File: config.mk
export PLATFORM = sky130hd
export DESIGN_NAME = pitch_core
export DESIGN_NICKNAME = d
export VERILOG_FILES = /design/src/rtl/audio_pkg.sv /design/src/rtl/sdram_pkg.sv /design/src/rtl/frame_buffer.sv /design/src/rtl/frame_reader.sv /design/src/rtl/ola_writer.sv /design/src/rtl/pitch_core.sv /design/src/rtl/sdram_arbiter.sv
export VERILOG_INCLUDE_DIRS = /design/src /design/src/rtl
export SDC_FILE = /design/constraint.sdc
export NUM_CORES = 2
export LEC_CHECK = 0
export BUFFER_PORTS_ARGS = -buffer_cell sky130_fd_sc_hd__buf_4
export CORE_UTILIZATION = 41
export DETAILED_ROUTE_END_ITERATION = 12
export SYNTH_ARGS = -nofsm -noshare
export SYNTH_HDL_FRONTEND = slang
export SYNTH_SLANG_ARGS = --single-unit
File: constraint.sdc
create_clock -name i_clk -period 14.54 [get_ports i_clk]
set_clock_uncertainty 0.1 [all_clocks]
set_input_delay 0.727 -clock i_clk [delete_from_list [all_inputs] [get_ports i_clk]]
set_output_delay 0.727 -clock i_clk [all_outputs]
set_load 0.02 [all_outputs]
File: src/rtl/pitch_config.svh
// Window must stay twice the hop and 16 words long, since the Hann table in audio_pkg is fixed
`ifndef PITCH_CONFIG_SVH
`define PITCH_CONFIG_SVH

// Frame geometry in stereo words
`define PITCH_WINDOW_LEN 16
`define PITCH_SYN_HOP    8    // Output words per frame

// speed is unsigned with 3 fraction bits, 8 means 1.0
`define PITCH_SPEED_FRAC 3

// SDRAM word address, header length field is also this wide
`define PITCH_ADDR_W     23

`define PITCH_HANN_FRAC  15   // Q15 window coefficients

`endif

File: src/rtl/audio_pkg.sv
// Hann table holds exactly 16 entries; a different window length needs a new table
`include "pitch_config.svh"

package audio_pkg;

    typedef logic signed [15:0] sample_t;   // One channel, two's complement

    typedef struct packed {
        sample_t left;                      // Upper half of the SDRAM word
        sample_t right;
    } stereo_t;

    // Word position inside a frame
    typedef logic [$clog2(`PITCH_WINDOW_LEN)-1:0] win_idx_t;

    typedef struct packed {
        logic first;                        // No tail from an earlier frame
        logic last;                         // Final frame of the run
    } frame_tag_t;

    // One windowed word headed for the frame buffer
    typedef struct packed {
        logic     slot;
        win_idx_t index;
        stereo_t  data;
    } buf_wr_t;

    // Periodic Hann, 0.5 * (1 - cos(2*pi*n/16)) in unsigned Q15
    // Centre tap is exactly 1.0, hence 16 bits unsigned
    localparam logic [15:0] hann_coef [`PITCH_WINDOW_LEN] = '{
        16'd0,     16'd1247,  16'd4799,  16'd10114,
        16'd16384, 16'd22654, 16'd27969, 16'd31522,
        16'd32768, 16'd31522, 16'd27969, 16'd22654,
        16'd16384, 16'd10114, 16'd4799,  16'd1247
    };

endpackage

File: src/rtl/sdram_pkg.sv
// One outstanding request at a time; read or write is a level held until finished
`include "pitch_config.svh"

package sdram_pkg;

    typedef logic [`PITCH_ADDR_W-1:0] mem_addr_t;   // Word address
    typedef logic [31:0]              mem_data_t;   // Stereo word or header

    typedef struct packed {
        logic      read;
        logic      write;
        mem_addr_t addr;
        mem_data_t writedata;                       // Ignored on reads
    } mem_req_t;

endpackage

File: src/rtl/frame_buffer.sv
// Slots are handed over whole; a slot may not be refilled before its release
`include "pitch_config.svh"

module frame_buffer
    import audio_pkg::*;
(
    input  logic       i_clk,
    input  logic       reset,
    input  logic       wr_en,
    input  buf_wr_t    buf_wr,
    input  logic       fill_done,
    input  frame_tag_t fill_tag,
    input  logic       slot_release,
    input  logic       rd_en,
    input  logic       rd_slot,
    input  win_idx_t   rd_index,
    output stereo_t    rd_data,
    output logic [1:0] slot_full,
    output frame_tag_t slot_tag
);
    localparam int DEPTH = 2 * `PITCH_WINDOW_LEN;

    stereo_t    store [DEPTH];          // Slot is the top address bit
    frame_tag_t tags  [2];
    logic [1:0] set_mask;
    logic [1:0] clr_mask;

    always_ff @(posedge i_clk) begin
        if (wr_en) store[{buf_wr.slot, buf_wr.index}] <= buf_wr.data;
        if (rd_en) rd_data <= store[{rd_slot, rd_index}];   // One cycle read
        if (fill_done) tags[buf_wr.slot] <= fill_tag;
    end

    // Set follows the producer's slot, clear the consumer's
    assign set_mask = fill_done ? (2'b01 << buf_wr.slot) : 2'b00;
    assign clr_mask = slot_release ? (2'b01 << rd_slot) : 2'b00;

    always_ff @(posedge i_clk) begin
        if (reset) begin
            slot_full <= 2'b00;
        end else begin
            slot_full <= (slot_full | set_mask) & ~clr_mask;
        end
    end

    assign slot_tag = tags[rd_slot];    // Tag of the slot being consumed

endmodule

File: src/rtl/frame_reader.sv
// Header length taken from bits 31..9 assumes a 23-bit address; a trailing partial frame is dropped
`include "pitch_config.svh"

module frame_reader
    import audio_pkg::*;
    import sdram_pkg::*;
(
    input  logic       i_clk,
    input  logic       reset,
    input  logic       start,
    input  mem_addr_t  src_addr,
    input  logic [3:0] speed,
    output mem_req_t   mem_req,
    input  mem_data_t  mem_readdata,
    input  logic       finished,
    input  logic [1:0] slot_full,
    output logic       wr_en,
    output buf_wr_t    buf_wr,
    output logic       fill_done,
    output frame_tag_t fill_tag,
    output logic       empty_run
);
    typedef enum logic [2:0] {S_IDLE, S_HDR, S_WAIT, S_READ, S_EMPTY} state_e;

    state_e             state;
    mem_addr_t          src_q;
    mem_addr_t          hop;            // Analysis hop, fixed for the run
    mem_addr_t          length;
    mem_addr_t          frame_off;      // k * hop
    mem_addr_t          hdr_len;
    mem_addr_t          hop_next;
    win_idx_t           idx;
    logic               slot;
    logic               first_frame;
    logic               last_frame;
    logic [3:0]         speed_eff;
    logic [23:0]        frame_end;      // One bit spare for the compare
    stereo_t            word_in;
    stereo_t            word_win;
    logic signed [32:0] prod_l;
    logic signed [32:0] prod_r;

    always_comb begin
        speed_eff = (speed == 4'd0) ? 4'(1 << `PITCH_SPEED_FRAC) : speed;  // 0 means 1.0
        hop_next  = mem_addr_t'((`PITCH_SYN_HOP * speed_eff) >> `PITCH_SPEED_FRAC);
        hdr_len   = mem_readdata[31:9];
        // End of the frame after this one
        frame_end  = {1'b0, frame_off} + {1'b0, hop} + 24'(`PITCH_WINDOW_LEN);
        last_frame = frame_end > {1'b0, length};
        word_in  = stereo_t'(mem_readdata);
        prod_l   = $signed(word_in.left) * $signed({1'b0, hann_coef[idx]});
        prod_r   = $signed(word_in.right) * $signed({1'b0, hann_coef[idx]});
        word_win.left  = prod_l[`PITCH_HANN_FRAC +: 16];   // Arithmetic >> 15
        word_win.right = prod_r[`PITCH_HANN_FRAC +: 16];
    end

    always_ff @(posedge i_clk) begin
        if (reset) begin
            state     <= S_IDLE;
            mem_req   <= '0;
            wr_en     <= 1'b0;
            fill_done <= 1'b0;
            empty_run <= 1'b0;
            slot      <= 1'b0;
        end else begin
            wr_en     <= 1'b0;
            fill_done <= 1'b0;
            empty_run <= 1'b0;
            case (state)
                S_IDLE: begin
                    // Busy until the writer has released the last slot
                    if (start && slot_full == 2'b00) begin
                        src_q        <= src_addr;
                        hop          <= hop_next;
                        mem_req.read <= 1'b1;
                        mem_req.addr <= src_addr;   // Header word
                        slot         <= 1'b0;
                        first_frame  <= 1'b1;
                        frame_off    <= '0;
                        state        <= S_HDR;
                    end
                end
                S_HDR: begin
                    if (finished) begin
                        length       <= hdr_len;
                        mem_req.read <= 1'b0;
                        if (hdr_len < mem_addr_t'(`PITCH_WINDOW_LEN)) begin
                            empty_run <= 1'b1;      // Not even one frame
                            state     <= S_EMPTY;
                        end else begin
                            state <= S_WAIT;
                        end
                    end
                end
                S_WAIT: begin
                    if (!slot_full[slot]) begin
                        mem_req.read <= 1'b1;
                        mem_req.addr <= src_q + frame_off + 1'b1;
                        idx          <= '0;
                        state        <= S_READ;
                    end
                end
                S_READ: begin
                    if (finished) begin
                        wr_en        <= 1'b1;
                        buf_wr.slot  <= slot;
                        buf_wr.index <= idx;
                        buf_wr.data  <= word_win;
                        mem_req.addr <= mem_req.addr + 1'b1;
                        idx          <= idx + 1'b1;
                        if (idx == win_idx_t'(`PITCH_WINDOW_LEN - 1)) begin
                            mem_req.read   <= 1'b0;
                            fill_done      <= 1'b1; // Lands with the last word
                            fill_tag.first <= first_frame;
                            fill_tag.last  <= last_frame;
                            first_frame    <= 1'b0;
                            slot           <= ~slot;
                            frame_off      <= frame_off + hop;
                            state          <= last_frame ? S_IDLE : S_WAIT;
                        end
                    end
                end
                S_EMPTY: begin
                    if (!empty_run) state <= S_IDLE;    // Writer's done goes out meanwhile
                end
                default: state <= S_IDLE;
            endcase
        end
    end

endmodule

File: src/rtl/ola_writer.sv
// The last frame's tail is never written; sums wrap per channel without saturation
`include "pitch_config.svh"

module ola_writer
    import audio_pkg::*;
    import sdram_pkg::*;
(
    input  logic       i_clk,
    input  logic       reset,
    input  logic       start,
    input  mem_addr_t  dst_addr,
    input  logic [1:0] slot_full,
    input  frame_tag_t slot_tag,
    input  stereo_t    rd_data,
    input  logic       empty_run,
    input  logic       finished,
    output logic       rd_en,
    output logic       rd_slot,
    output win_idx_t   rd_index,
    output logic       slot_release,
    output mem_req_t   mem_req,
    output logic       done
);
    localparam int HOP_W = $clog2(`PITCH_SYN_HOP);

    typedef enum logic [2:0] {W_IDLE, W_WAIT, W_LOAD, W_SUM, W_MEM, W_COPY, W_REL} state_e;

    state_e           state;
    mem_addr_t        dst_q;
    mem_addr_t        out_off;          // 8 * k
    frame_tag_t       cur_tag;
    stereo_t          overlap [`PITCH_SYN_HOP];
    stereo_t          sum;
    logic             cp_vld;           // Tail word arriving from the buffer
    logic [HOP_W-1:0] cp_idx;

    always_comb begin
        sum = rd_data;
        if (!cur_tag.first) begin
            sum.left  = rd_data.left + overlap[rd_index[HOP_W-1:0]].left;
            sum.right = rd_data.right + overlap[rd_index[HOP_W-1:0]].right;
        end
    end

    // Second half of the window becomes the next overlap
    always_ff @(posedge i_clk) begin
        if (cp_vld) overlap[cp_idx] <= rd_data;
    end

    always_ff @(posedge i_clk) begin
        if (reset) begin
            state        <= W_IDLE;
            mem_req      <= '0;
            rd_en        <= 1'b0;
            rd_slot      <= 1'b0;
            slot_release <= 1'b0;
            done         <= 1'b0;
            cp_vld       <= 1'b0;
        end else begin
            rd_en        <= 1'b0;
            slot_release <= 1'b0;
            done         <= 1'b0;
            cp_vld       <= rd_en & rd_index[HOP_W];    // Indices 8..15 only
            cp_idx       <= rd_index[HOP_W-1:0];
            case (state)
                W_IDLE: begin
                    if (start && !done) begin   // Done cycle still closes the old run
                        dst_q   <= dst_addr;
                        out_off <= '0;
                        rd_slot <= 1'b0;
                        state   <= W_WAIT;
                    end
                end
                W_WAIT: begin
                    if (empty_run) begin
                        done  <= 1'b1;
                        state <= W_IDLE;
                    end else if (slot_release) begin
                        rd_slot <= ~rd_slot;    // Flag of the old slot still high here
                    end else if (slot_full[rd_slot]) begin
                        cur_tag  <= slot_tag;
                        rd_en    <= 1'b1;
                        rd_index <= '0;
                        state    <= W_LOAD;
                    end
                end
                W_LOAD: state <= W_SUM;         // Buffer read in flight
                W_SUM: begin
                    mem_req.write     <= 1'b1;
                    mem_req.addr      <= dst_q + out_off + mem_addr_t'(rd_index) + 1'b1;
                    mem_req.writedata <= sum;
                    state             <= W_MEM;
                end
                W_MEM: begin
                    if (finished) begin
                        mem_req.write <= 1'b0;
                        if (rd_index == win_idx_t'(`PITCH_SYN_HOP - 1) && cur_tag.last) begin
                            done         <= 1'b1;
                            slot_release <= 1'b1;
                            state        <= W_IDLE;
                        end else begin
                            rd_en    <= 1'b1;
                            rd_index <= rd_index + 1'b1;
                            // After word 7 go straight on to the tail
                            state <= (rd_index == win_idx_t'(`PITCH_SYN_HOP - 1)) ?
                                     W_COPY : W_LOAD;
                        end
                    end
                end
                W_COPY: begin
                    if (rd_index == win_idx_t'(`PITCH_WINDOW_LEN - 1)) begin
                        state <= W_REL;
                    end else begin
                        rd_en    <= 1'b1;       // Back to back reads
                        rd_index <= rd_index + 1'b1;
                    end
                end
                W_REL: begin
                    slot_release <= 1'b1;       // Word 15 captured this cycle
                    out_off      <= out_off + mem_addr_t'(`PITCH_SYN_HOP);
                    state        <= W_WAIT;
                end
                default: state <= W_IDLE;
            endcase
        end
    end

endmodule

File: src/rtl/pitch_core.sv
// Time stretch only; start is ignored until done, and speed 0 runs as 1.0
module pitch_core
    import audio_pkg::*;
    import sdram_pkg::*;
(
    input  logic       i_clk,
    input  logic       reset,
    input  logic       start,
    input  mem_addr_t  src_addr,
    input  mem_addr_t  dst_addr,
    input  logic [3:0] speed,
    output logic       done,
    output mem_req_t   mem_req,
    input  mem_data_t  mem_readdata,
    input  logic       finished
);
    // Memory side, one request per unit
    mem_req_t   rd_req;
    mem_req_t   wr_req;
    logic       rd_finished;
    logic       wr_finished;

    // Reader to buffer
    logic       wr_en;
    buf_wr_t    buf_wr;
    logic       fill_done;
    frame_tag_t fill_tag;
    logic       empty_run;

    // Buffer to writer
    logic [1:0] slot_full;
    frame_tag_t slot_tag;
    logic       slot_release;
    logic       rd_en;
    logic       rd_slot;
    win_idx_t   rd_index;
    stereo_t    rd_data;

    frame_reader i_frame_reader (
        .mem_req  (rd_req),
        .finished (rd_finished),
        .*
    );

    frame_buffer i_frame_buffer (.*);

    ola_writer i_ola_writer (
        .mem_req  (wr_req),
        .finished (wr_finished),
        .*
    );

    sdram_arbiter i_sdram_arbiter (.*);

endmodule

File: src/rtl/sdram_arbiter.sv
// Writer wins ties; a grant is only dropped on finished, so a requester must never withdraw
module sdram_arbiter
    import sdram_pkg::*;
(
    input  logic     i_clk,
    input  logic     reset,
    input  mem_req_t rd_req,
    input  mem_req_t wr_req,
    output logic     rd_finished,
    output logic     wr_finished,
    output mem_req_t mem_req,
    input  logic     finished
);
    typedef enum logic [1:0] {G_IDLE, G_RD, G_WR} grant_e;

    grant_e grant;
    logic   rd_want;
    logic   wr_want;

    assign rd_want = rd_req.read | rd_req.write;
    assign wr_want = wr_req.read | wr_req.write;

    always_ff @(posedge i_clk) begin
        if (reset) begin
            grant   <= G_IDLE;
            mem_req <= '0;
        end else begin
            case (grant)
                G_IDLE: begin
                    if (wr_want) begin          // Drain output first, keeps slots moving
                        grant   <= G_WR;
                        mem_req <= wr_req;
                    end else if (rd_want) begin
                        grant   <= G_RD;
                        mem_req <= rd_req;
                    end
                end
                default: begin
                    if (finished) begin
                        grant   <= G_IDLE;
                        mem_req <= '0;          // Bus idles one cycle between requests
                    end
                end
            endcase
        end
    end

    // Only the owner sees the handshake
    assign rd_finished = finished & (grant == G_RD);
    assign wr_finished = finished & (grant == G_WR);

endmodule

==> metrics.md <==
| Metric | Value |
|---|---|
| Initial antenna violation count | `14` |
| Worst setup path endpoint | `i_frame_reader.buf_wr[30]$_DFFE_PP_` |
| Buf+Inv Stages, Crit Path | `3` |
| Crit path launch type | `flop` |
| Core Box Area | `roughly 0.20 mm^2` |
| Syn Area/Cell | `between 10 and 15 um^2` |
| Sequential fraction of the synthesis area | `0.576` |
| RSZ-0062 raised after global routing | `false` |
| TritonRoute pass-1 iters | `9` |
| Leak | `0.0338 uW` |
| Most common cell in the netlist | `edfxtp_1` |
| Fillers | `17300` |
| Routed vias/inst | `5.48` |
| Worst-path clk slew | `70 ps` |
| Sum Neg Setup Slack | `0 ps` |
| Placer Congestion | `0.853` |
| Worst hold path class | `in -> reg` |
| Max Root-Sink Buffers | `3` |
| Synth area leader | `edfxtp_1` |
| Setup CP Type | `reg -> reg` |
| Pins over their slew limit | `0` |
| Main synth FF type | `edfxtp_1` |
| WL met2 | `95000 um` |
| Rows | `approximately 160` |
| Status | `complete, no violations` |
| Fin crit period | `8530 ps` |
| Met3 WL | `14200 um` |
| Vias in the first global route | `approximately 48000` |
| Slowest cell on the critical path | `mux2_2` |
| Root Buffer Master | `clkbuf_16` |
| Critical Path Source | `i_frame_reader.idx[2]$_SDFFCE_PN0P_` |
| First-pass GRT wire length | `307000 um` |
| #FFs+latches synth | `1642` |
| CTS tree | `built` |
| Largest cells by area after synthesis | `edfxtp_1, mux4_2, fa_1, ha_1, dfxtp_1` |
| Worst R2R End | `i_frame_reader.buf_wr[30]$_DFFE_PP_` |
| Reg-to-reg startpoint | `i_frame_reader.idx[2]$_SDFFCE_PN0P_` |
| Top delay family on crit path | `adder cells` |
| Worst skew pair latency | `830 ps` |
| Worst Hold Depth | `1` |
| Layout cell share with drive strength beyond 1 | `0.168` |
| Req. time, crit path | `15010 ps` |
| Die height | `452 um` |
| Syn_nets | `6352` |
| DRT iter0 DRCs | `4383` |
| Initial Util | `0.414` |
| Via count | `46600` |
| Slew headroom | `0.0671` |
| Avg WL per Cell | `23.9 um` |
| CTS sink cnt | `1642` |
| Detail Placement HPWL | `~130000 um` |
| Number of buffers created by CTS | `166` |
| Power density over the cells | `211 mW/mm^2` |
| DR top layer | `met5` |
| Netlist Area Pre-Place | `0.0829 mm^2` |
| Yosys top cell area share | `0.538` |
| Die W | `~450 um` |
| Num ports | `144` |
| FF-to-FF setup slack | `6010 ps` |
| Post-synthesis instance total | `5527` |
| Placed insts | `8151` |
| Synth cell count leaders | `edfxtp_1, inv_1, fa_1, mux4_2, nand2_1` |
| Post-synthesis cell type count | `between 60 and 70` |
| Nets | `about 6500` |
| Critical Path Max Stage Delay | `820 ps` |
| Cell with the most instances on the worst path | `fa_1` |
| Worst path cell trace | `xor2_2 -> mux2_2 -> nand2_1 -> fa_1 -> fa_1 -> fa_1 -> inv_1 -> fa_1 -> fa_1 -> inv_1 -> fa_1 -> inv_1 -> ha_1 -> nand2_1 -> o21ai_0 -> o21ai_0 -> a21boi_0 -> o311ai_2 -> o211ai_1 -> nand2_1 -> o21ai_1 -> o22ai_1 -> xnor2_1` |
| Fmax | `between 100 and 150 MHz` |
| Fin. Hold Viols | `0` |
| GR Util All Layers | `0.202` |
| Least-Margin Pin Slew | `roughly 1400 ps` |
| Drt drc | `0` |
| Levels on crit path | `23` |
| Number of synthesized flops with an enable pin | `1485` |
| Ys Warns | `0` |
| Grt ovf | `0` |
| Pin count of the biggest net entering global routing | `93` |
| FF-to-FF path depth | `23` |
| Final non-filler cell total | `8498` |
| I/O Buffers | `143` |
| CP max FO | `32` |
| # setup viols final | `0` |
| Final wirelength | `between 200000 and 250000 um` |
| Max cap viols | `0` |
| Worst vdd ir | `0.000687 V` |
| Ys async rst share | `0` |
| Crit. End Element | `flop` |
| Routed metal-1 wire length | `89800 um` |
| Die area | `around 0.20 mm^2` |
| Final ANT Viol Nets | `0` |
| # H-tree levels | `4` |
| Worst EP arrival | `9000 ps` |
| Period utilization | `0.587` |
| Layout area overhead | `12.4%` |
-- worst min path at each step --
stage                                                     from                              endpoint  slack, ps
final                                             src_addr[12]    i_frame_reader.src_q[12]$_DFFE_PP_         40
after floorplan           i_frame_reader.first_frame$_DFFE_PP_  i_frame_reader.fill_tag[1]$_DFFE_PP_        300
after CTS                                         src_addr[22]    i_frame_reader.src_q[22]$_DFFE_PP_        0.5
after detailed placement  i_frame_reader.first_frame$_DFFE_PP_  i_frame_reader.fill_tag[1]$_DFFE_PP_        300
after global routing                              src_addr[12]    i_frame_reader.src_q[12]$_DFFE_PP_         20
after global placement    i_frame_reader.first_frame$_DFFE_PP_  i_frame_reader.fill_tag[1]$_DFFE_PP_        320
-- worst reg2reg max path, cell delays in order, from the launching register on --
cell,delay (ps)
edfxtp_1,810
xor2_2,490
mux2_2,820
nand2_1,250
fa_1,560
fa_1,510
fa_1,520
inv_1,60
fa_1,480
fa_1,490
inv_1,50
fa_1,470
inv_1,40
ha_1,320
nand2_1,80
o21ai_0,470
o21ai_0,210
a21boi_0,310
o311ai_2,240
o211ai_1,340
nand2_1,80
o21ai_1,280
o22ai_1,150
xnor2_1,150
-- state kept, by name, indices dropped and copies added, names as in the netlist, 4 cells and up, named ones only --
register	flops
i_frame_reader.mem_req	24
i_frame_reader.length	23
i_frame_buffer.store	1024
i_ola_writer.dst_q	23
i_frame_reader.buf_wr	37
i_frame_buffer.tags	4
i_frame_reader.hop	4
i_ola_writer.out_off	20
i_sdram_arbiter.mem_req	55
i_frame_reader.idx	4
i_frame_buffer.rd_data	32
i_frame_reader.src_q	23
i_ola_writer.rd_index	4
i_ola_writer.mem_req	56
i_ola_writer.overlap	256
i_frame_reader.frame_off	23
-- report_power, final --
part	total [uW]	internal [uW]	switching [uW]
Sequential	5730	5590	139
Clock	4220	2390	1830
Combinational	9700	3820	5880
-- timing repair --
| item | in CTS | in global routing |
|---|---|---|
| setup buffers | 0 | 0 |
| hold buffers | 41 | 0 |
| endpoints found under the hold margin | 41 | 0 |
| resized for setup | 0 | 0 |
-- area by class of cell --
type / count / area, um^2 / share of cell area
repair buffers: 273 / 2190 / 0.0235
multi-input cells: 3033 / 32300 / 0.347
diodes: 4 / 10.0 / 0.000107
clock buffers: 213 / 4380 / 0.0470
clock inverters: 89 / 982 / 0.0105
flip-flops and latches: 1642 / 47700 / 0.512
inverters: 588 / 2210 / 0.0237
well taps: 2656 / 3320 / 0.0357
-- metrics by stage --
stage	instance area, um^2	hold slack, ps	worst slack [ps]	util	total power (uW)
3_3_place_gp	87400	320	6310	0.436	15500
4_1_cts	93200	0.540	6090	0.465	19900
6_report	93200	39.7	6010	0.465	19600
3_5_place_dp	87400	305	6080	0.436	15600
2_1_floorplan	82900	300	7350	-	12500
5_1_grt	93200	22.5	5520	0.465	21200
-- per-layer routing --
layer	track usage	vias up
met5	0	-
met4	0.0513	6
met3	0.0360	258
met2	0.318	1496
met1	0.289	24200
li1	-	20600
-- placed cells by master, fill, tap and decap left out, types with 13 or more instances in the layout --
| cell type | n |
|---|---|
| a211oi_1 | 19 |
| a21o_1 | 51 |
| a21oi_1 | 148 |
| a222oi_1 | 23 |
| a22oi_1 | 38 |
| a31oi_1 | 15 |
| and2_1 | 164 |
| and3_1 | 37 |
| buf_4 | 228 |
| bufinv_16 | 14 |
| clkbuf_1 | 43 |
| clkbuf_16 | 167 |
| clkinv_1 | 42 |
| clkinv_2 | 18 |
| dfxtp_1 | 152 |
| dlygate4sd3_1 | 41 |
| edfxtp_1 | 1485 |
| fa_1 | 384 |
| ha_1 | 355 |
| inv_1 | 586 |
| mux2_2 | 66 |
| mux2i_1 | 17 |
| mux4_2 | 384 |
| nand2_1 | 368 |
| nand2b_1 | 19 |
| nand3_1 | 64 |
| nand4_1 | 25 |
| nor2_1 | 249 |
| nor2_4 | 40 |
| nor2b_1 | 25 |
| nor3_1 | 48 |
| nor4_1 | 13 |
| o211ai_1 | 21 |
| o21a_1 | 21 |
| o21ai_0 | 117 |
| or3_1 | 31 |
| xnor2_1 | 91 |
| xor2_1 | 65 |
-- cells by family (layout without fill, tap and decap cells) --
family | count (synthesis) | in the layout | synth area share
flip-flops | 1642 | 1642 | 0.576
AND/OR/NAND/NOR | 1124 | 1124 | 0.0638
buffers and inverters | 852 | 1163 | 0.0387
adder cells (fa/ha/maj) | 739 | 739 | 0.146
AO/OA/AOI/OAI | 544 | 544 | 0.0427
multiplexers | 469 | 469 | 0.116
XOR/XNOR | 157 | 157 | 0.0167
other | 0 | 4 | 0
(Power assumes the default switching activity.)
